**src/hw/icache_settings.svh**
```systemverilog
// **********************************************************
// icache geometry macros
// cacop code values
// **********************************************************
`ifndef ICACHE_SETTINGS_SVH
`define ICACHE_SETTINGS_SVH

// address split: tag, index, byte offset
`define ICACHE_TAG_W        20
`define ICACHE_IDX_W        8
`define ICACHE_OFS_W        4

`define ICACHE_WAYS         2

// four 32-bit words per line
`define ICACHE_BEATS        4
`define ICACHE_LINE_W       128

// cacop code field
`define ICACHE_CACOP_INIT   2'd0
`define ICACHE_CACOP_INDEX  2'd1
`define ICACHE_CACOP_HIT    2'd2

`endif

```
**src/hw/icache_pkg.sv**
```systemverilog
// **********************************************************
// icache types: cpu request/response, bridge channels,
// decoded operation, opcode and state enums
// **********************************************************
`default_nettype none

`include "icache_settings.svh"

package icache_pkg;

    typedef struct packed {
        logic [31:0] addr;
        logic        uncached;
        logic        cacop_en;
        logic [1:0]  cacop_code;
    } icache_req_t;

    typedef struct packed {
        logic [`ICACHE_LINE_W-1:0] data;
    } icache_resp_t;

    // always a line burst, address line aligned
    typedef struct packed {
        logic [31:0] addr;
    } bridge_req_t;

    typedef struct packed {
        logic        ret_valid;
        logic        ret_last;
        logic [31:0] ret_data;
    } bridge_ret_t;

    typedef enum logic [2:0] {
        op_fetch,
        op_fetch_uncached,
        op_inv_index,
        op_inv_hit,
        op_none
    } icache_op_e;

    typedef struct packed {
        icache_op_e               op;
        logic [`ICACHE_TAG_W-1:0] tag;
        logic [`ICACHE_IDX_W-1:0] idx;
        logic                     way;
    } icache_dec_t;

    typedef enum logic [2:0] {
        st_idle,
        st_lookup,
        st_request,
        st_receive,
        st_invalidate
    } icache_state_e;

endpackage

`default_nettype wire

```
**src/hw/icache_req_decode.sv**
```systemverilog
// **********************************************************
// request decode: address split, cacop to opcode mapping
// request buffer loaded on accept
// **********************************************************
`timescale 1ns/1ps
`default_nettype none

`include "icache_settings.svh"

module icache_req_decode (
    input  wire logic                     clock,
    input  wire logic                     reset,
    input  wire icache_pkg::icache_req_t  req_i,
    input  wire logic                     accept_i,
    output icache_pkg::icache_dec_t       dec_o,
    output icache_pkg::icache_dec_t       dec_now_o
);

    // decode of the request on the bus, used for the idle-cycle array access
    always_comb begin
        dec_now_o.tag = req_i.addr[31 -: `ICACHE_TAG_W];
        dec_now_o.idx = req_i.addr[`ICACHE_OFS_W +: `ICACHE_IDX_W];
        // index ops name the way by the lowest address bit
        dec_now_o.way = req_i.addr[0];

        // cacop wins over the fetch
        if (req_i.cacop_en) begin
            case (req_i.cacop_code)
                `ICACHE_CACOP_INIT,
                `ICACHE_CACOP_INDEX: dec_now_o.op = icache_pkg::op_inv_index;
                `ICACHE_CACOP_HIT:   dec_now_o.op = icache_pkg::op_inv_hit;
                default:             dec_now_o.op = icache_pkg::op_none;
            endcase
        end else if (req_i.uncached) begin
            dec_now_o.op = icache_pkg::op_fetch_uncached;
        end else begin
            dec_now_o.op = icache_pkg::op_fetch;
        end
    end

    // request buffer
    always_ff @(posedge clock) begin
        if (reset) begin
            dec_o.op <= icache_pkg::op_none;
        end else if (accept_i) begin
            dec_o.op <= dec_now_o.op;
        end
    end

    always_ff @(posedge clock) begin
        if (accept_i) begin
            dec_o.tag <= dec_now_o.tag;
            dec_o.idx <= dec_now_o.idx;
            dec_o.way <= dec_now_o.way;
        end
    end

endmodule

`default_nettype wire

```
**config.mk**
```make
export PLATFORM = sky130hd
export DESIGN_NAME = icache_req_decode
export DESIGN_NICKNAME = d
export VERILOG_FILES = /design/src/hw/icache_pkg.sv /design/src/hw/icache_req_decode.sv
export VERILOG_INCLUDE_DIRS = /design/src /design/src/hw
export SDC_FILE = /design/constraint.sdc
export NUM_CORES = 1
export LEC_CHECK = 0
export BUFFER_PORTS_ARGS = -buffer_cell sky130_fd_sc_hd__buf_2
export CORE_MARGIN = 2
export CORE_UTILIZATION = 37
export CTS_CLUSTER_SIZE = 30
export DETAILED_ROUTE_END_ITERATION = 12
export MAX_ROUTING_LAYER = met4
export PLACE_DENSITY_LB_ADDON = 0.12
export SLEW_MARGIN = 20
export SYNTH_ARGS = -nofsm -noshare
export SYNTH_HDL_FRONTEND = slang
export SYNTH_SLANG_ARGS = --single-unit
```
**constraint.sdc**
```tcl
create_clock -name clock -period 1.1 [get_ports clock]
set_clock_uncertainty 0.15 [all_clocks]
set_input_delay 0 -clock clock [delete_from_list [all_inputs] [get_ports clock]]
set_output_delay 0 -clock clock [all_outputs]
set_load 0.01 [all_outputs]
```
### Word level (Yosys, flattened, before mapping)

Cells that the tools add are included.

| word-level totals | value |
|---|---|
| flip-flop bits (word level) | 32 |
| bits of input ports | 39 |
| word-level logic and storage cells | 11 |

| operators by class | value |
|---|---|
| eq/ne operators | 2 |
| multiplexer cells | 3 |
| reduce and logical (&&, ||, !) cells | 2 |

Operator list:

| kind | number |
|---|---|
| $pmux 3 s2 | 1 |
| $mux 3 | 1 |
| $eq 2x1->1 const B | 1 |
| $eq 2x2->1 const B | 1 |
| $logic_not 2->1 | 1 |
| $reduce_or 2->1 | 1 |
| $mux 1 | 1 |

### Longest topological paths before layout

| logic depth | value |
|---|---|
| depth after elaboration | 4 |
| mapped depth | 3 |
| mapped depth without buffers | 3 |

### Worst setup path after synthesis

OpenSTA, ideal clock, no wires.

| timing | value |
|---|---|
| path kind | flip-flop to flip-flop |
| from | register dec_o[31] (netlist name) |
| to | register dec_o[31] (netlist name) |
| data arrival time | 684 ps |
| data required time | 830 ps |
| slack | 146 ps |
| cell stages (with the launch flop) | 3 |
| cell sequence | dfxtp_1 > nor2b_1 > a211o_1 |

RTL lines:

| item | line | source |
|---|---|---|
| to (decl) | icache_req_decode.sv:15 | `output icache_pkg::icache_dec_t dec_o,` |

### Worst setup path after layout

| timing | value |
|---|---|
| from | input port req_i[2] (netlist name) |
| to | register dec_o[31] (netlist name) |

| on the way | value |
|---|---|
| longest elaborated chain between the ends | 1 |

Ends and longest elaborated chain:

| item | line | source |
|---|---|---|
| from (decl) | icache_req_decode.sv:13 | `input wire icache_pkg::icache_req_t req_i,` |
| $mux 3 | icache_req_decode.sv:27 | `if (req_i.cacop_en) begin` |

No other way between the ends.
A chain may end at the register's enable or synchronous reset.

==> impl_metrics.env <==
export IMPL_largest_reg_flops=32
export IMPL_tightest_slew_ps=226
export IMPL_yosysSeqAreaShare_pct=75.9
export IMPL_synth_cells=72
export IMPL_power_leakage_nw=0.924
export IMPL_multiInputGateArea_um2=77.6
export IMPL_fmax_ghz=0.934
export IMPL_syn_area_mm2=0.00123
export IMPL_drc=0
export IMPL_core_area_mm2=0.00310
export IMPL_num_io_pins=103
export IMPL_place_gp_congestion=0.640
export IMPL_hold_violations=0
export IMPL_maxSlewViolCount=0
export IMPL_path_clk_slew_ps=90
export IMPL_diodes=0
export IMPL_ys_ff_latch=32
export IMPL_setup_viol=0
export IMPL_cts_buffers_inserted=5
export IMPL_max_slew_margin_pct=84.8
export IMPL_wl_mm=2.84
export IMPL_critPathArrivalTime_ps=1120
export IMPL_viasPerCell=4.23
export IMPL_die_h_um=61.6
export IMPL_worstPathRequired_ps=1150
export IMPL_grt_pass1_vias=956
export IMPL_regMostFlops="dec_o"
export IMPL_synth_mux_area_share_pct=0.816
export IMPL_reg_top3="dec_o (32)"
export IMPL_cts_sinks=32
export IMPL_period_minus_slack_ps=1070
export IMPL_ys_warn_count=0
export IMPL_final_common_cell="buf_2"
export IMPL_hpwl_mm=1.82
export IMPL_post_drt_wl_per_cell_um=12.3
export IMPL_rsz0062_at_grt="false"
export IMPL_antenna_found_initial=0
export IMPL_tns_ps=0
export IMPL_hp_class="in2reg"
export IMPL_fin_crit_sh_pct=97.3
export IMPL_cts_hold_buf=35
export IMPL_die_x_um=61.6
export IMPL_n_fill_cell=249
export IMPL_status="finished, final reports clean"
export IMPL_synthesis_nets=111
export IMPL_grt_total_usage_pct=16.1
export IMPL_htree_levels=2
export IMPL_synth_fa_ha_area_share_pct=0
export IMPL_fp_row_count=20
export IMPL_route_vias_total=977
export IMPL_grt_pass1_wl_mm=4.04
export IMPL_final_cells=231
export IMPL_drtAntennaViolNets=0
export IMPL_max_clock_path_buffers=2
export IMPL_synthToLayoutAreaGrowth_pct=62.1
export IMPL_power_density_mw_per_mm2=1260
export IMPL_drt_iter0_drc=12
export IMPL_r2r_cells=2
export IMPL_synth_top_family_by_area="buffers and inverters"
export IMPL_end_kind="register"
export IMPL_cts_tree="yes"
export IMPL_yosys_area_share_simple_pct=3.47
export IMPL_root_buffer="clkbuf_4"
export IMPL_crit_fanout=4
export IMPL_drive_above_1_share_pct=57.2
export IMPL_dr_pass1_iters=4
export IMPL_synth_xor_area_share_pct=0
export IMPL_avgSynthCellArea_um2=17.0
export IMPL_die_area_mm2=0.00379
export IMPL_io_buffers=99
export IMPL_clock_latency_ps=320
export IMPL_layout_nets=225
export IMPL_synth_compound_area_share_pct=2.04
export IMPL_grt_start_max_net_pins=21
export IMPL_ff2ff_setup_slack_ps=130
export IMPL_ys_types=13
export IMPL_cp_start_kind="primary input"
export IMPL_grt_ovfl_total=0
export IMPL_worstSetupPathType="in2reg"
export IMPL_ir_worst_vdd_mv=0.620
export IMPL_initial_core_util_pct=39.5
export IMPL_holdPathStages=4
export IMPL_most_common_layout_cells="buf_2, dlygate4sd3_1, edfxtp_1"
export IMPL_post_place_cells=188
export IMPL_seq_area_um2=931
export IMPL_cap_violations=0
-- power by group --
part | total (mW) | switching (mW) | internal (mW)
Clock | 0.595 | 0.341 | 0.254
Combinational | 0.460 | 0.213 | 0.247
Sequential | 1.45 | 0.0226 | 1.43
Total | 2.50 | 0.577 | 1.93
-- cell usage after synthesis --
cell type,number,area (µm²)
nor2_1,2,7.51
buf_4,29,218
and3_4,1,11.3
nor2b_1,1,6.26
nand2b_1,1,6.26
nand3b_1,1,7.51
dfxtp_1,3,60.1
nand2_1,1,3.75
a211o_1,1,8.76
mux2i_1,1,10.0
edfxtp_1,29,871
a21boi_1,1,7.51
a311oi_1,1,8.76
-- routing by layer --
layer	wire length [µm]	track usage, %	part of all wire, %	vias to the layer above
met2	1600	30.5	56	58
met1	921	13.4	32	458
met4	35	5.47	1.2	0
li1	-	-	-	456
met3	279	7.56	9.8	5
met5	0	-	0	-
-- through the flow --
stage | hold WS (ps) | instance area, µm² | total power, mW | setup WS [ps] | util, %
floorplan | -77.9 | 1230 | 1.66 | 146 | -
global placement | 36.7 | 1590 | 1.83 | 179 | 51.1
detailed placement | 41.1 | 1590 | 1.84 | 167 | 51.1
CTS | -127 | 1990 | 2.55 | 50.1 | 64.0
global route | 6.29 | 1990 | 2.67 | 28.4 | 64.1
finish | 6.62 | 1990 | 2.50 | 29.6 | 64.1
-- kinds of logic after synthesis --
group / Yosys count
buf+inv: 29
flops: 32
simple gates: 7
compound gates: 3
mux: 1
-- area by class of cell --
class                      instances  share of cell area, %
clock buffer                       8                   2.45
multi-input combinational         11                   3.90
sequential                        32                   46.8
tap                               44                   2.77
timing repair buffer             136                   44.1
-- what timing repair did --
action / CTS / global route
buffers inserted: 0 / 1
hold endpoints to repair: 32 / 1
gates resized for setup: 0 / 0
endpoints found under the setup margin: 0 / 1
-- worst max-delay path: stages --
cell,delay (ps)
buf_2,120
and3_4,170
dlygate4sd3_1,540
a211o_1,290
-- path summary, 6_finish.rpt --
check / to / start
worst max-delay path: dec_o[31] / req_i[2]
worst min-delay path: dec_o[29] / req_i[2]
worst max register to register: dec_o[31] / dec_o[31]
worst min register to register: dec_o[30] / dec_o[30]
Note: power is estimated with default switching activity, not from simulation.
