File: src/hw/icache_settings.svh
// **********************************************************
// icache geometry macros
// cacop code values
// **********************************************************
`ifndef ICACHE_SETTINGS_SVH
`define ICACHE_SETTINGS_SVH

// address split: tag, index, byte offset
`define ICACHE_TAG_W        20
`define ICACHE_IDX_W        8
`define ICACHE_OFS_W        4

`define ICACHE_WAYS         2

// four 32-bit words per line
`define ICACHE_BEATS        4
`define ICACHE_LINE_W       128

// cacop code field
`define ICACHE_CACOP_INIT   2'd0
`define ICACHE_CACOP_INDEX  2'd1
`define ICACHE_CACOP_HIT    2'd2

`endif

File: src/hw/icache_pkg.sv
// **********************************************************
// icache types: cpu request/response, bridge channels,
// decoded operation, opcode and state enums
// **********************************************************
`default_nettype none

`include "icache_settings.svh"

package icache_pkg;

    typedef struct packed {
        logic [31:0] addr;
        logic        uncached;
        logic        cacop_en;
        logic [1:0]  cacop_code;
    } icache_req_t;

    typedef struct packed {
        logic [`ICACHE_LINE_W-1:0] data;
    } icache_resp_t;

    // always a line burst, address line aligned
    typedef struct packed {
        logic [31:0] addr;
    } bridge_req_t;

    typedef struct packed {
        logic        ret_valid;
        logic        ret_last;
        logic [31:0] ret_data;
    } bridge_ret_t;

    typedef enum logic [2:0] {
        op_fetch,
        op_fetch_uncached,
        op_inv_index,
        op_inv_hit,
        op_none
    } icache_op_e;

    typedef struct packed {
        icache_op_e               op;
        logic [`ICACHE_TAG_W-1:0] tag;
        logic [`ICACHE_IDX_W-1:0] idx;
        logic                     way;
    } icache_dec_t;

    typedef enum logic [2:0] {
        st_idle,
        st_lookup,
        st_request,
        st_receive,
        st_invalidate
    } icache_state_e;

endpackage

`default_nettype wire

File: src/hw/icache_refill.sv
// **********************************************************
// refill buffer: collects bridge beats into one line
// and flags the last beat
// **********************************************************
`timescale 1ns/1ps
`default_nettype none

`include "icache_settings.svh"

module icache_refill (
    input  wire logic                     clock,
    input  wire logic                     reset,
    input  wire logic                     collect_i,
    input  wire icache_pkg::bridge_ret_t  ret_i,
    output logic [`ICACHE_LINE_W-1:0]     line_o,
    output logic                          done_o
);

    localparam int cnt_w = $clog2(`ICACHE_BEATS);

    logic [cnt_w-1:0] beat_cnt_q;
    logic [31:0]      word_q [`ICACHE_BEATS-1];
    logic             last_beat;
    logic             beat;

    assign beat      = collect_i && ret_i.ret_valid;
    assign last_beat = ret_i.ret_last || (beat_cnt_q == cnt_w'(`ICACHE_BEATS - 1));
    assign done_o    = beat && last_beat;

    always_ff @(posedge clock) begin
        if (reset) begin
            beat_cnt_q <= '0;
        end else if (!collect_i || done_o) begin
            beat_cnt_q <= '0;
        end else if (beat) begin
            beat_cnt_q <= beat_cnt_q + 1'b1;
        end
    end

    // last word is never stored, it goes straight out
    always_ff @(posedge clock) begin
        if (beat && !last_beat) begin
            word_q[beat_cnt_q] <= ret_i.ret_data;
        end
    end

    // beat 0 lands in the lowest word
    always_comb begin
        line_o[`ICACHE_LINE_W-1 -: 32] = ret_i.ret_data;
        for (int k = 0; k < `ICACHE_BEATS - 1; k++) begin
            line_o[k*32 +: 32] = word_q[k];
        end
    end

    a_ret_in_collect: assert property (
        @(posedge clock) disable iff (reset) ret_i.ret_valid |-> collect_i
    );

endmodule

`default_nettype wire

File: config.mk
export PLATFORM = sky130hd
export DESIGN_NAME = icache_refill
export DESIGN_NICKNAME = d
export VERILOG_FILES = /design/src/hw/icache_pkg.sv /design/src/hw/icache_refill.sv
export VERILOG_INCLUDE_DIRS = /design/src /design/src/hw
export SDC_FILE = /design/constraint.sdc
export NUM_CORES = 1
export LEC_CHECK = 0
export BUFFER_PORTS_ARGS = -buffer_cell sky130_fd_sc_hd__buf_2
export CELL_PAD_IN_SITES_DETAIL_PLACEMENT = 1
export CELL_PAD_IN_SITES_GLOBAL_PLACEMENT = 1
export CORE_MARGIN = 2
export CORE_UTILIZATION = 33
export CTS_CLUSTER_DIAMETER = 50
export DETAILED_ROUTE_END_ITERATION = 8
export PLACE_DENSITY_LB_ADDON = 0.15
export REMOVE_ABC_BUFFERS = 1
export SLEW_MARGIN = 20
export SYNTH_ARGS = -nofsm -noshare
export SYNTH_HDL_FRONTEND = slang
export SYNTH_SLANG_ARGS = --single-unit
File: constraint.sdc
create_clock -name clock -period 2.2 [get_ports clock]
set_clock_uncertainty 0.15 [all_clocks]
set_input_delay 0.33 -clock clock [delete_from_list [all_inputs] [get_ports clock]]
set_output_delay 0.33 -clock clock [all_outputs]
set_load 0.01 [all_outputs]
* Word-level counts from Yosys, hierarchy flattened *
Memories as Yosys holds them, arrays and structs flattened.
Cells that the tools add are included.
W data, S select, Z words.

storage, ports and cells
  flip-flop bits (word level) = 2
  RAM bits = 96
  input bits = 37
  output and inout bits = 129
  memories kept = 1

cells by class
  add/sub/neg operators = 1
  equal/unequal tests = 1
  multiplexer cells = 2
  reductions and logical operators = 8

memory list
  memory  depth  width  read ports  clocked after Yosys merged registers in  write ports  RTL line             text
  word_q  3      32     3           0                                        1            icache_refill.sv:22  logic [31:0] word_q [`ICACHE_BEATS-1];

operators by type and width
  operator               number
  $logic_and A1 B1 Y1    3
  $add A2 B1 Y2 const B  1
  $eq A2 B2 Y1 const B   1
  $logic_not A1 Y1       2
  $logic_or A1 B1 Y1     2
  $mux W1                2
  $reduce_or A2 Y1       1

* Depth between registers and ports, before layout *
  depth after elaboration = 6
  gate-level depth with buffers = 4

* Worst setup path before layout *
No wires, ideal clock.

  path type = flip-flop to flip-flop
  start = register beat_cnt_q[0]
  end = memory word_q[0][0], enable pin
  setup time = 0.392 ns
  data arrival time = 1.549 ns
  data required time = 1.658 ns
  setup slack = 0.109 ns
  cell stages (with the launch flop) = 4
  path buffers = 0
  clock period less this slack = 2.091 ns
  cells stage by stage = dfxtp_1 ha_1 nor2_1 and3_1

between the ends
  longest elaborated chain between the ends = 6

RTL lines
  what                           RTL line             text
  start, declared                icache_refill.sv:21  logic [cnt_w-1:0] beat_cnt_q;
  start signal, assigned         icache_refill.sv:36  beat_cnt_q <= beat_cnt_q + 1'b1;
  $eq A2 B2 Y1                   icache_refill.sv:27  assign last_beat = ret_i.ret_last || (beat_cnt_q == cnt_w'(`ICACHE_BEATS - 1));
  $logic_or A1 B1 Y1             icache_refill.sv:27
  $logic_not A1 Y1               icache_refill.sv:42  if (beat && !last_beat) begin
  $logic_and A1 B1 Y1            icache_refill.sv:42
  $mux W1                        icache_refill.sv:42
  $mux W1 (implied by the code)  icache_refill.sv:43  word_q[beat_cnt_q] <= ret_i.ret_data;
  end, declared                  icache_refill.sv:22

Several ways; a longest one is shown, not always the timed one.

* Worst setup path after layout *
  start = register beat_cnt_q[0]
  end = memory word_q[1][31], enable pin

Same word-level chain as after synthesis.

==> parameters.txt <==
Parameter                              Value

Run status
  Result of the run    completed

Route
  Average routed wire per standard cell    16.12 µm
  Via count    roughly 1800
  DRC violations left    0
  Starting DRT DRC Count    71
  Via-to-Cell Ratio    4.197
  Remaining antenna violation count    0
  Detailed-route wire length    7029 µm
  Drt first pass iters    4

STA
  Slew Limit Fails    0
  Worst Hold Slack    0.03483 ns
  Max-Slew Margin vs Limit    75.90%
  Setup slack of the critical path after layout    approximately 0.32 ns
  Post-layout min period    1.876 ns
  Total negative setup slack    0 ns
  Final worst-path cycle share    between 80% and 90%
  RSZ-0062 raised after global routing    false
  Final setup violation count    0
  Upper clock frequency limit    533.0 MHz
  Final hold violations    0
  Worst-margin pin slew    approximately 0.36 ns

Clocking
  CTS buffer count    9
  Clock tree from TritonCTS    done
  Clock slew seen by the registers of the worst setup and hold paths    ~0.090 ns
  Clk_lat worst skew    roughly 0.35 ns
  # H-tree levels    3
  Setup fix buffers added after clock tree synthesis    0
  Hold bufs inserted after CTS    0
  Maximum buffer depth of the clock tree    2
  Number of sinks driven by the clock tree    98
  Post-cts gate resize count    0
  Cell chosen for the clock root    clkbuf_8

Global route
  Largest net degree at the start of global routing    24
  Vias in the first global route    between 1500 and 2000
  Total Routing Usage GR    a little over an eighth
  Number of antenna violations at the first check in global routing    0
  Global-route wire length before repair    between 10000 and 15000 µm
  GR Overflow Total    0

Worst setup path
  Critical Path Sink Type    flip-flop
  Class of the most critical setup path    flip-flop to flip-flop
  CP Max Fanout    23
  Critical path launch point type    flip-flop
  CP required    a little over 2 ns
  Data arrival, critical path    about 1.8 ns

Place
  Cell area after placement    between 4000 and 5000 µm²
  Estimated wirelength of the detail-placed design    around 5100 µm
  Post-placement setup slack    0.3290 ns
  Routability congestion estimate from global placement    approximately 0.71
  Count of input and output buffers    165

Power and ir drop
  Tot Pwr    between 3 and 4 mW
  Total power divided by cell area    ~750 nW/µm²
  Reported leakage power    ~1.7 nW
  Max IR drop VDD    between 300 and 400 µV

Yosys
  Xor and xnor area share after synthesis    0%
  Synthesized instance count    between 100 and 150
  Synthesis Warnings    0
  Synthesized-area fraction occupied by ao, oa, aoi and oai cells    less than 1%
  Multiplexer share of the synthesized area    0%
  Combinational family with the most area after synthesis    buffers and inverters
  Netlist cell types    14
  Cell area after synthesis    ~3300 µm²
  Yosys reg bits    ~100
  Share of synthesized cell area in and, or, nand and nor gates    approximately 2.3%
  Post-Synthesis Mean Instance Area    roughly 22 µm²
  Sequential area share after synthesis    between 80% and 90%
  Arithmetic-cell share of the synthesized area counting full adders, half adders and majority gates    between 1.5 and 2%

Cells and area
  Final nets    340
  Antenna diodes    0
  Layout-stage area growth over the synthesis result    28.83%
  Number of filler instances in the final layout    1035
  Fraction of final layout cells sized beyond drive strength 1    between 60 and 70%
  Post-route standard cell area excluding fillers    roughly 4300 µm²

Floorplanning
  Die area    ~11000 µm²
  Die height    roughly 100 µm
  Core area    roughly 10000 µm²
  Site row count    36
  I/O pin cnt    roughly 170
  Die extent in x    ~100 µm
  Starting density of the core    between 30% and 40%

Job
  Total of max-cap violations    0

Worst hold path
  Hold crit path type    input port to flip-flop
==> stage by stage <==
stage	utilization (%)	std cells
6_report	43.79	436
3_5_place_dp	42.22	421
5_1_grt	43.79	436
3_3_place_gp	42.22	421
2_1_floorplan	-	117
4_1_cts	43.79	436
==> state kept, by name, summed over array words and instances (netlist names) <==
signal	cells
beat_cnt_q	2
word_q	96
==> worst paths after layout <==
check,to,startpoint,slack [ns],cells past startpoint
worst min register to register,beat_cnt_q[1],beat_cnt_q[1],0.39,2
worst max register to register,word_q[1][31],beat_cnt_q[0],0.32,4
worst max-delay path,word_q[1][31],beat_cnt_q[0],0.32,4
worst min-delay path,word_q[0][10],ret_i[10],0.03,1
==> critical path, stage by stage, from the launching register on <==
cell,delay (ns)
dfxtp_1,0.36
ha_1,0.24
nor2_1,0.21
and3_2,0.23
buf_4,0.33
==> power breakdown <==
part           switching (mW)  internal [mW]  leakage [nW]  total, mW
sequential            0.00551           2.07         0.885       2.07
combinational          0.0929         0.0618         0.750      0.155
clock                   0.565          0.403        0.0778      0.968
total                   0.663           2.53          1.71       3.20
==> final cells by class <==
class | instances | area [µm²] | share of cell area (%)
Sequential cell | 98 | 2923 | 68.60
Tap cell | 133 | 166.4 | 3.906
Clock inverter | 3 | 17.52 | 0.4112
Timing Repair Buffer | 171 | 870.8 | 20.44
Inverter | 2 | 7.507 | 0.1762
Clock buffer | 12 | 135.1 | 3.172
Multi-Input combinational cell | 17 | 140.1 | 3.289
==> placed cells by master, fill, tap and decap left out, drive strengths merged <==
| master | synthesis | final |
|---|---|---|
| ha | 4 | 4 |
| or2b | 1 | 1 |
| nand4bb | 1 | 1 |
| edfxtp | 96 | 96 |
| dfxtp | 2 | 2 |
| clkbuf | 0 | 12 |
| nand2b | 2 | 2 |
| nor2b | 1 | 1 |
| inv | 2 | 2 |
| nor2 | 1 | 1 |
| and3 | 3 | 3 |
| and2 | 1 | 1 |
| a21oi | 2 | 2 |
| buf | 32 | 171 |
| clkinv | 0 | 3 |
| or4b | 1 | 1 |
==> cells by family after synthesis <==
logic type,count (synthesis)
flip-flops,98
adder cells (fa/ha/maj),4
buffers and inverters,34
AO/OA/AOI/OAI,2
AND/OR/NAND/NOR,11
==> routing by layer <==
layer	part of all wire, %	vias up	global-route usage [%]
met5	0	-	0
met4	1.5	0	5.598
met2	45	114	18.89
met1	42	878	16.50
met3	12	11	7.581
li1	-	827	-
==> synth_stat cells, drive strengths merged <==
master,n,area (µm²)
edfxtp,96,2883
buf,32,240.2
ha,4,50.05
and3,3,18.77
a21oi,2,10.01
dfxtp,2,40.04
inv,2,7.510
nand2b,2,12.51
and2,1,6.260
nand4bb,1,11.26
nor2,1,3.750
nor2b,1,6.260
or2b,1,7.510
or4b,1,10.01
Note: power is estimated with default switching activity, not from simulation.
