**config.mk**
```make
export PLATFORM = sky130hd
export DESIGN_NAME = icache_ctrl
export DESIGN_NICKNAME = d
export VERILOG_FILES = /design/src/hw/icache_pkg.sv /design/src/hw/icache_ctrl.sv
export VERILOG_INCLUDE_DIRS = /design/src /design/src/hw
export SDC_FILE = /design/constraint.sdc
export NUM_CORES = 1
export LEC_CHECK = 0
export BUFFER_PORTS_ARGS = -buffer_cell sky130_fd_sc_hd__buf_4
export CAP_MARGIN = 15
export CORE_MARGIN = 2
export CORE_UTILIZATION = 22
export CTS_CLUSTER_SIZE = 40
export DETAILED_ROUTE_END_ITERATION = 16
export HOLD_SLACK_MARGIN = 0.15
export PLACE_DENSITY_LB_ADDON = 0.1
export SLEW_MARGIN = 30
export SYNTH_ARGS = -nofsm -noshare
export SYNTH_HDL_FRONTEND = slang
export SYNTH_SLANG_ARGS = --single-unit
export TNS_END_PERCENT = 100
```
**constraint.sdc**
```tcl
create_clock -name clock -period 2.2 [get_ports clock]
set_input_delay 0.44 -clock clock [delete_from_list [all_inputs] [get_ports clock]]
set_output_delay 0.44 -clock clock [all_outputs]
set_load 0.05 [all_outputs]
```
**src/hw/icache_settings.svh**
```systemverilog
// **********************************************************
// icache geometry macros
// cacop code values
// **********************************************************
`ifndef ICACHE_SETTINGS_SVH
`define ICACHE_SETTINGS_SVH

// address split: tag, index, byte offset
`define ICACHE_TAG_W        20
`define ICACHE_IDX_W        8
`define ICACHE_OFS_W        4

`define ICACHE_WAYS         2

// four 32-bit words per line
`define ICACHE_BEATS        4
`define ICACHE_LINE_W       128

// cacop code field
`define ICACHE_CACOP_INIT   2'd0
`define ICACHE_CACOP_INDEX  2'd1
`define ICACHE_CACOP_HIT    2'd2

`endif

```
**src/hw/icache_pkg.sv**
```systemverilog
// **********************************************************
// icache types: cpu request/response, bridge channels,
// decoded operation, opcode and state enums
// **********************************************************
`default_nettype none

`include "icache_settings.svh"

package icache_pkg;

    typedef struct packed {
        logic [31:0] addr;
        logic        uncached;
        logic        cacop_en;
        logic [1:0]  cacop_code;
    } icache_req_t;

    typedef struct packed {
        logic [`ICACHE_LINE_W-1:0] data;
    } icache_resp_t;

    // always a line burst, address line aligned
    typedef struct packed {
        logic [31:0] addr;
    } bridge_req_t;

    typedef struct packed {
        logic        ret_valid;
        logic        ret_last;
        logic [31:0] ret_data;
    } bridge_ret_t;

    typedef enum logic [2:0] {
        op_fetch,
        op_fetch_uncached,
        op_inv_index,
        op_inv_hit,
        op_none
    } icache_op_e;

    typedef struct packed {
        icache_op_e               op;
        logic [`ICACHE_TAG_W-1:0] tag;
        logic [`ICACHE_IDX_W-1:0] idx;
        logic                     way;
    } icache_dec_t;

    typedef enum logic [2:0] {
        st_idle,
        st_lookup,
        st_request,
        st_receive,
        st_invalidate
    } icache_state_e;

endpackage

`default_nettype wire

```
**src/hw/icache_ctrl.sv**
```systemverilog
// **********************************************************
// control FSM: idle, lookup, request, receive, invalidate
// array enables and response timing
// **********************************************************
`timescale 1ns/1ps
`default_nettype none

module icache_ctrl (
    input  wire logic                     clock,
    input  wire logic                     reset,
    input  wire logic                     req_valid_i,
    input  wire icache_pkg::icache_dec_t  dec_i,
    input  wire icache_pkg::icache_dec_t  dec_now_i,
    input  wire logic                     hit_i,
    input  wire logic                     refill_done_i,
    output logic                          req_ready_o,
    output logic                          accept_o,
    output logic                          rd_req_o,
    input  wire logic                     rd_rdy_i,
    output logic                          lookup_en_o,
    output logic                          inv_en_o,
    output logic                          fill_en_o,
    output logic                          touch_o,
    output logic                          collect_o,
    output logic                          resp_valid_o,
    output logic                          resp_from_refill_o
);

    icache_pkg::icache_state_e state_q;
    icache_pkg::icache_state_e state_d;

    logic in_idle;
    logic in_lookup;
    logic in_receive;
    logic buf_fetch;

    assign in_idle    = (state_q == icache_pkg::st_idle);
    assign in_lookup  = (state_q == icache_pkg::st_lookup);
    assign in_receive = (state_q == icache_pkg::st_receive);
    assign buf_fetch  = (dec_i.op == icache_pkg::op_fetch);

    // **********************************************************
    // next state
    // **********************************************************
    always_comb begin
        state_d = state_q;
        case (state_q)
            icache_pkg::st_idle: begin
                if (accept_o) begin
                    case (dec_now_i.op)
                        icache_pkg::op_fetch,
                        icache_pkg::op_inv_hit:        state_d = icache_pkg::st_lookup;
                        icache_pkg::op_fetch_uncached: state_d = icache_pkg::st_request;
                        // index invalidate is done at the accept edge
                        default:                       state_d = icache_pkg::st_idle;
                    endcase
                end
            end
            icache_pkg::st_lookup: begin
                if (dec_i.op == icache_pkg::op_inv_hit) begin
                    state_d = icache_pkg::st_invalidate;
                end else if (hit_i) begin
                    state_d = icache_pkg::st_idle;
                end else begin
                    state_d = icache_pkg::st_request;
                end
            end
            icache_pkg::st_request: begin
                if (rd_rdy_i) begin
                    state_d = icache_pkg::st_receive;
                end
            end
            icache_pkg::st_receive: begin
                if (refill_done_i) begin
                    state_d = icache_pkg::st_idle;
                end
            end
            default: begin
                state_d = icache_pkg::st_idle;
            end
        endcase
    end

    always_ff @(posedge clock) begin
        if (reset) begin
            state_q <= icache_pkg::st_idle;
        end else begin
            state_q <= state_d;
        end
    end

    // **********************************************************
    // outputs
    // **********************************************************
    assign req_ready_o = in_idle;
    assign accept_o    = in_idle && req_valid_i;
    assign rd_req_o    = (state_q == icache_pkg::st_request);
    assign collect_o   = in_receive;

    assign lookup_en_o = accept_o && (dec_now_i.op == icache_pkg::op_fetch
                                   || dec_now_i.op == icache_pkg::op_inv_hit);

    assign inv_en_o = (accept_o && dec_now_i.op == icache_pkg::op_inv_index)
                   || (state_q == icache_pkg::st_invalidate && hit_i);

    // uncached refills bypass the arrays
    assign fill_en_o = in_receive && refill_done_i && buf_fetch;
    assign touch_o   = in_lookup && buf_fetch && hit_i;

    assign resp_valid_o       = touch_o || (in_receive && refill_done_i);
    assign resp_from_refill_o = in_receive;

    // bridge address comes from the request buffer, held until rd_rdy
    a_rd_req_hold: assert property (
        @(posedge clock) disable iff (reset)
        rd_req_o && !rd_rdy_i |=> rd_req_o && $stable(dec_i.tag) && $stable(dec_i.idx)
    );

endmodule

`default_nettype wire

```
Yosys cells after proc, flatten, opt, wreduce, memory -nomap -nowiden
Index checks and enable logic that the tools add are counted.
{"block": "word_totals", "register_bits": 3, "in_bits": 70, "out_inout_bits": 10, "wordCells": 35}
{"block": "classes", "eq_ne": 11, "n_mux": 7, "reduce_logical": 16}
{"cell": "$eq A3 B2 Y1 const B", "n": 5}
{"cell": "$mux W3", "n": 4}
{"cell": "$pmux W3 S4", "n": 1}
{"cell": "$logic_not A3 Y1", "n": 3}
{"cell": "$logic_and A1 B1 Y1", "n": 8}
{"cell": "$eq A3 B1 Y1 const B", "n": 2}
{"cell": "$ne A2 B2 Y1 const B", "n": 2}
{"cell": "$pmux W2 S2", "n": 1}
{"cell": "$eq A3 B3 Y1 const B", "n": 1}
{"cell": "$logic_or A1 B1 Y1", "n": 3}
{"cell": "$reduce_and A3 Y1", "n": 1}
{"cell": "$mux W2", "n": 1}
{"cell": "$ne A2 B1 Y1 const B", "n": 1}
{"cell": "$reduce_or A2 Y1", "n": 1}

Logic depth before layout (Yosys ltp)
{"block": "logic_depth", "ltp_word": 5, "ltp_mapped": 4, "mapped_depth_nobuf": 3}

Worst setup path after synthesis
No wires, ideal clock.
{"block": "synth_path", "kind": "input port to output port", "from": "in dec_now_i[29] (netlist name)", "to": "out inv_en_o", "arrival_ns": 1.829, "path_slack_ns": -0.069, "path_stages": 3, "cell_sequence": "nor4bb_1 > mux2i_1 > nor3_1"}
{"block": "synth_between", "elab_chain_cells": 3}
{"element": "from (decl)", "line_no": "icache_ctrl.sv:13", "rtl": "input wire icache_pkg::icache_dec_t dec_now_i,"}
{"element": "$eq A3 B2 Y1", "line_no": "icache_ctrl.sv:103", "rtl": "assign inv_en_o = (accept_o && dec_now_i.op == icache_pkg::op_inv_index)"}
{"element": "$logic_and A1 B1 Y1", "line_no": "icache_ctrl.sv:103"}
{"element": "$logic_or A1 B1 Y1", "line_no": "icache_ctrl.sv:104", "rtl": "|| (state_q == icache_pkg::st_invalidate && hit_i);"}
{"element": "to (decl)", "line_no": "icache_ctrl.sv:21", "rtl": "output logic inv_en_o,"}
Every way passes these cells.

Final worst setup path
{"block": "layout_path", "from": "reg state_q[1]", "to": "out fill_en_o"}
{"block": "layout_between", "elab_chain_cells": 3}
{"element": "from (decl)", "line_no": "icache_ctrl.sv:29", "rtl": "icache_pkg::icache_state_e state_q;"}
{"element": "from (signal assigned)", "line_no": "icache_ctrl.sv:86", "rtl": "state_q <= icache_pkg::st_idle;"}
{"element": "from (signal assigned)", "line_no": "icache_ctrl.sv:88", "rtl": "state_q <= state_d;"}
{"element": "$eq A3 B2 Y1", "line_no": "icache_ctrl.sv:39", "rtl": "assign in_receive = (state_q == icache_pkg::st_receive);"}
{"element": "$logic_and A1 B1 Y1 (2 in series)", "line_no": "icache_ctrl.sv:107", "rtl": "assign fill_en_o = in_receive && refill_done_i && buf_fetch;"}
{"element": "to (decl)", "line_no": "icache_ctrl.sv:22", "rtl": "output logic fill_en_o,"}
Every way passes these cells.

==> impl_metrics.py <==
metrics = {
    "run_status": {
        "outcome": "finished clean",
    },
    "sta": {
        "slew_headroom_pct": 75.9,
        "clock.fmax_ghz": 0.503,
        "worst_pin_slew_ps": 361,
        "final-setup-viol-count": 0,
        "final_max_slew_viol_count": 0,
        "fin_crit_sh_pct": 90.4,
        "fin_ws_ps": 211,
        "finalCriticalPeriod_ps": 1990,
        "fin_tns_setup_ps": 0,
        "fin_skew_ps": 0.620,
        "hold_ws_ps": 387,
        "hold_viol": 0,
        "rsz0062_at_grt": "false",
    },
    "min_path": {
        "min_path_type": "input port to flip-flop",
    },
    "pwr": {
        "internal_power_mw": 0.161,
        "pwr-share-seq_pct": 25.5,
        "p_sw_share_pct": 31.6,
        "power_density_mw_per_mm2": 461,
        "p_sw_mw": 0.0744,
        "total_power_mw": 0.235,
        "p_clk_share_pct": 40.4,
        "comb_power_share_pct": 34.0,
        "leakagePower_nw": 0.250,
        "ir_worst_vdd_mv": 0.233,
    },
    "floorplan": {
        "die_y_um": 41.3,
        "start_util_pct": 23.6,
        "fp.dieArea_sq_mm": 0.00171,
        "pin_count": 80,
        "fp-row-count": 13,
        "die_w_um": 41.3,
        "fp.coreArea_sq_mm": 0.00130,
    },
    "placement": {
        "place.port_buffers": 21,
        "hpwl_um": 683,
        "placed_cell_area_sq_um": 483,
        "gp_congestion": 0.633,
        "dp_slack_ps": 441,
    },
    "final_layout": {
        "layout_common_cells": "buf_4 (22), and2_1 (3), clkbuf_4 (3), dfxtp_1 (3)",
        "diodes": 0,
        "syn_to_final_growth_pct": 66.1,
        "regMostFlops": "state_q",
        "top_regs": "state_q x3",
        "largest_reg_flops": 3,
        "final_common_cell": "buf_4",
        "fin_area_sq_um": 509,
        "nNetsFinal": 130,
        "drive_gt1_share_pct": 50.8,
    },
    "cts": {
        "clk-insertion-delay-late_ps": 230,
        "numCtsBuffers": 3,
        "cts_hold_buf": 0,
        "cts_buffer_depth": 2,
        "clock-root-buffer": "clkbuf_4",
        "cts_htree_levels": 1,
        "cts_tree": "yes",
        "cts_resized": 0,
        "path_clk_slew_ps": 40,
        "clock_sinks": 3,
        "cts_setup_buffers": 0,
    },
    "synth": {
        "syn_avg_cell_area_sq_um": 8.76,
        "syn_area_sq_um": 307,
        "synth-seq-cells": 3,
        "syn-num-nets": 105,
        "ys_types": 28,
        "yosysSeqAreaShare_pct": 19.6,
        "synthCells": 35,
        "synth_warnings": 0,
    },
    "routing": {
        "remaining_drc_errors": 0,
        "avgViaCountPerCell": 4.66,
        "num_vias": 345,
        "wl_per_cell_um": 11.6,
        "dr.pass1.iters": 4,
        "drt_iter0_markers": 5,
        "antenna_left": 0,
        "drt-total-wl_um": 856,
    },
    "setup_path": {
        "path_cells": "nor2b_2 > and2_1 > and3_1 > buf_4",
        "worst-setup-path-type": "flip-flop to primary output",
        "slowest_delay_ps": 530,
        "arrival_ps": 1550,
        "startpoint_type": "flip-flop",
        "crit_required_ps": 1760,
        "endpoint_kind": "primary output",
        "slowest_stage": "dfxtp_1",
        "crit_fanout": 8,
    },
    "global_route": {
        "gr-total-overflow": 0,
        "grt_pass1_wl_um": 1300,
        "grt_pass1_vias": 300,
        "grt_usage_pct": 12.1,
        "grt_max_degree": 10,
        "antenna_found_initial": 0,
    },
    "flow_run": {
        "maxCapViolations": 0,
    },
}
## path summary, 6_finish.rpt
kind	from	endpoint	slack [ps]	cells after the start
worst min-delay path	reset	state_q[2]	390	2
worst max register to register	state_q[1]	state_q[1]	890	3
worst min register to register	state_q[2]	state_q[1]	640	1
worst max-delay path	state_q[1]	fill_en_o	210	4
## through the flow
stage          utilization (%)  instances
6_report                  39.1         74
5_1_grt                   39.1         74
4_1_cts                   39.1         74
3_5_place_dp              37.1         70
3_3_place_gp              37.1         70
2_1_floorplan                -         35
## layout make-up
class / instances / area, sq um
Fill cell: 156 / 792
Multi-Input combinational cell: 29 / 235
Inverter: 1 / 3.75
Tap cell: 15 / 18.8
Sequential cell: 3 / 60.1
Timing Repair Buffer: 22 / 165
Clock buffer: 4 / 26.3
## worst max-delay path, delay by kind of cell, from the launching register on
kind | cells | cell delay (ps)
flip-flops | 1 | 530
buffers and inverters | 1 | 190
AND/OR/NAND/NOR | 3 | 590
## cell families after synthesis
kind of cell	Yosys count	share of synthesized area [%]
compound gates	7	18.4
simple gates	19	45.3
xor+xnor	1	2.86
buf+inv	3	7.35
flops	3	19.6
mux	2	6.53
## synth_stat cells
library cell	count	area [sq um]
and2_1	3	18.8
dfxtp_1	3	60.1
mux2i_1	2	20.0
nor3_1	2	10.0
nor3b_1	2	15.0
a2111oi_1	1	10.0
a21boi_0	1	7.51
a21o_1	1	7.51
a32oi_1	1	8.76
and3_1	1	6.26
and3_2	1	7.51
and4b_1	1	10.0
buf_4	1	7.51
buf_6	1	11.3
inv_1	1	3.75
nand2b_1	1	6.26
nand3_1	1	5.00
nand3b_1	1	7.51
nor2_1	1	3.75
nor2b_2	1	8.76
nor3_2	1	10.0
nor3b_2	1	12.5
nor4bb_1	1	10.0
o21ai_0	1	5.00
o21ba_1	1	10.0
o31ai_1	1	7.51
or2b_1	1	7.51
xnor2_1	1	8.76
## layer usage
metal / routed length, um / vias up / GRT usage [%]
li1: - / 178 / -
met3: 155 / 0 / 8.51
met1: 404 / 145 / 16.1
met2: 296 / 22 / 15.6
met5: 0 / - / 0
met4: 0 / 0 / 2.42
## power by group through the flow
stage	sequential, mW	clock [mW]	combinational (mW)
final	0.0600	0.0949	0.0800
after global routing	0.0601	0.109	0.0858
after CTS	0.0598	0.101	0.0807
after detailed placement	0.0608	0	0.0802
after global placement	0.0608	0	0.0805
after floorplan	0.0600	0	0.0481
Note: power is estimated with default switching activity, not from simulation.
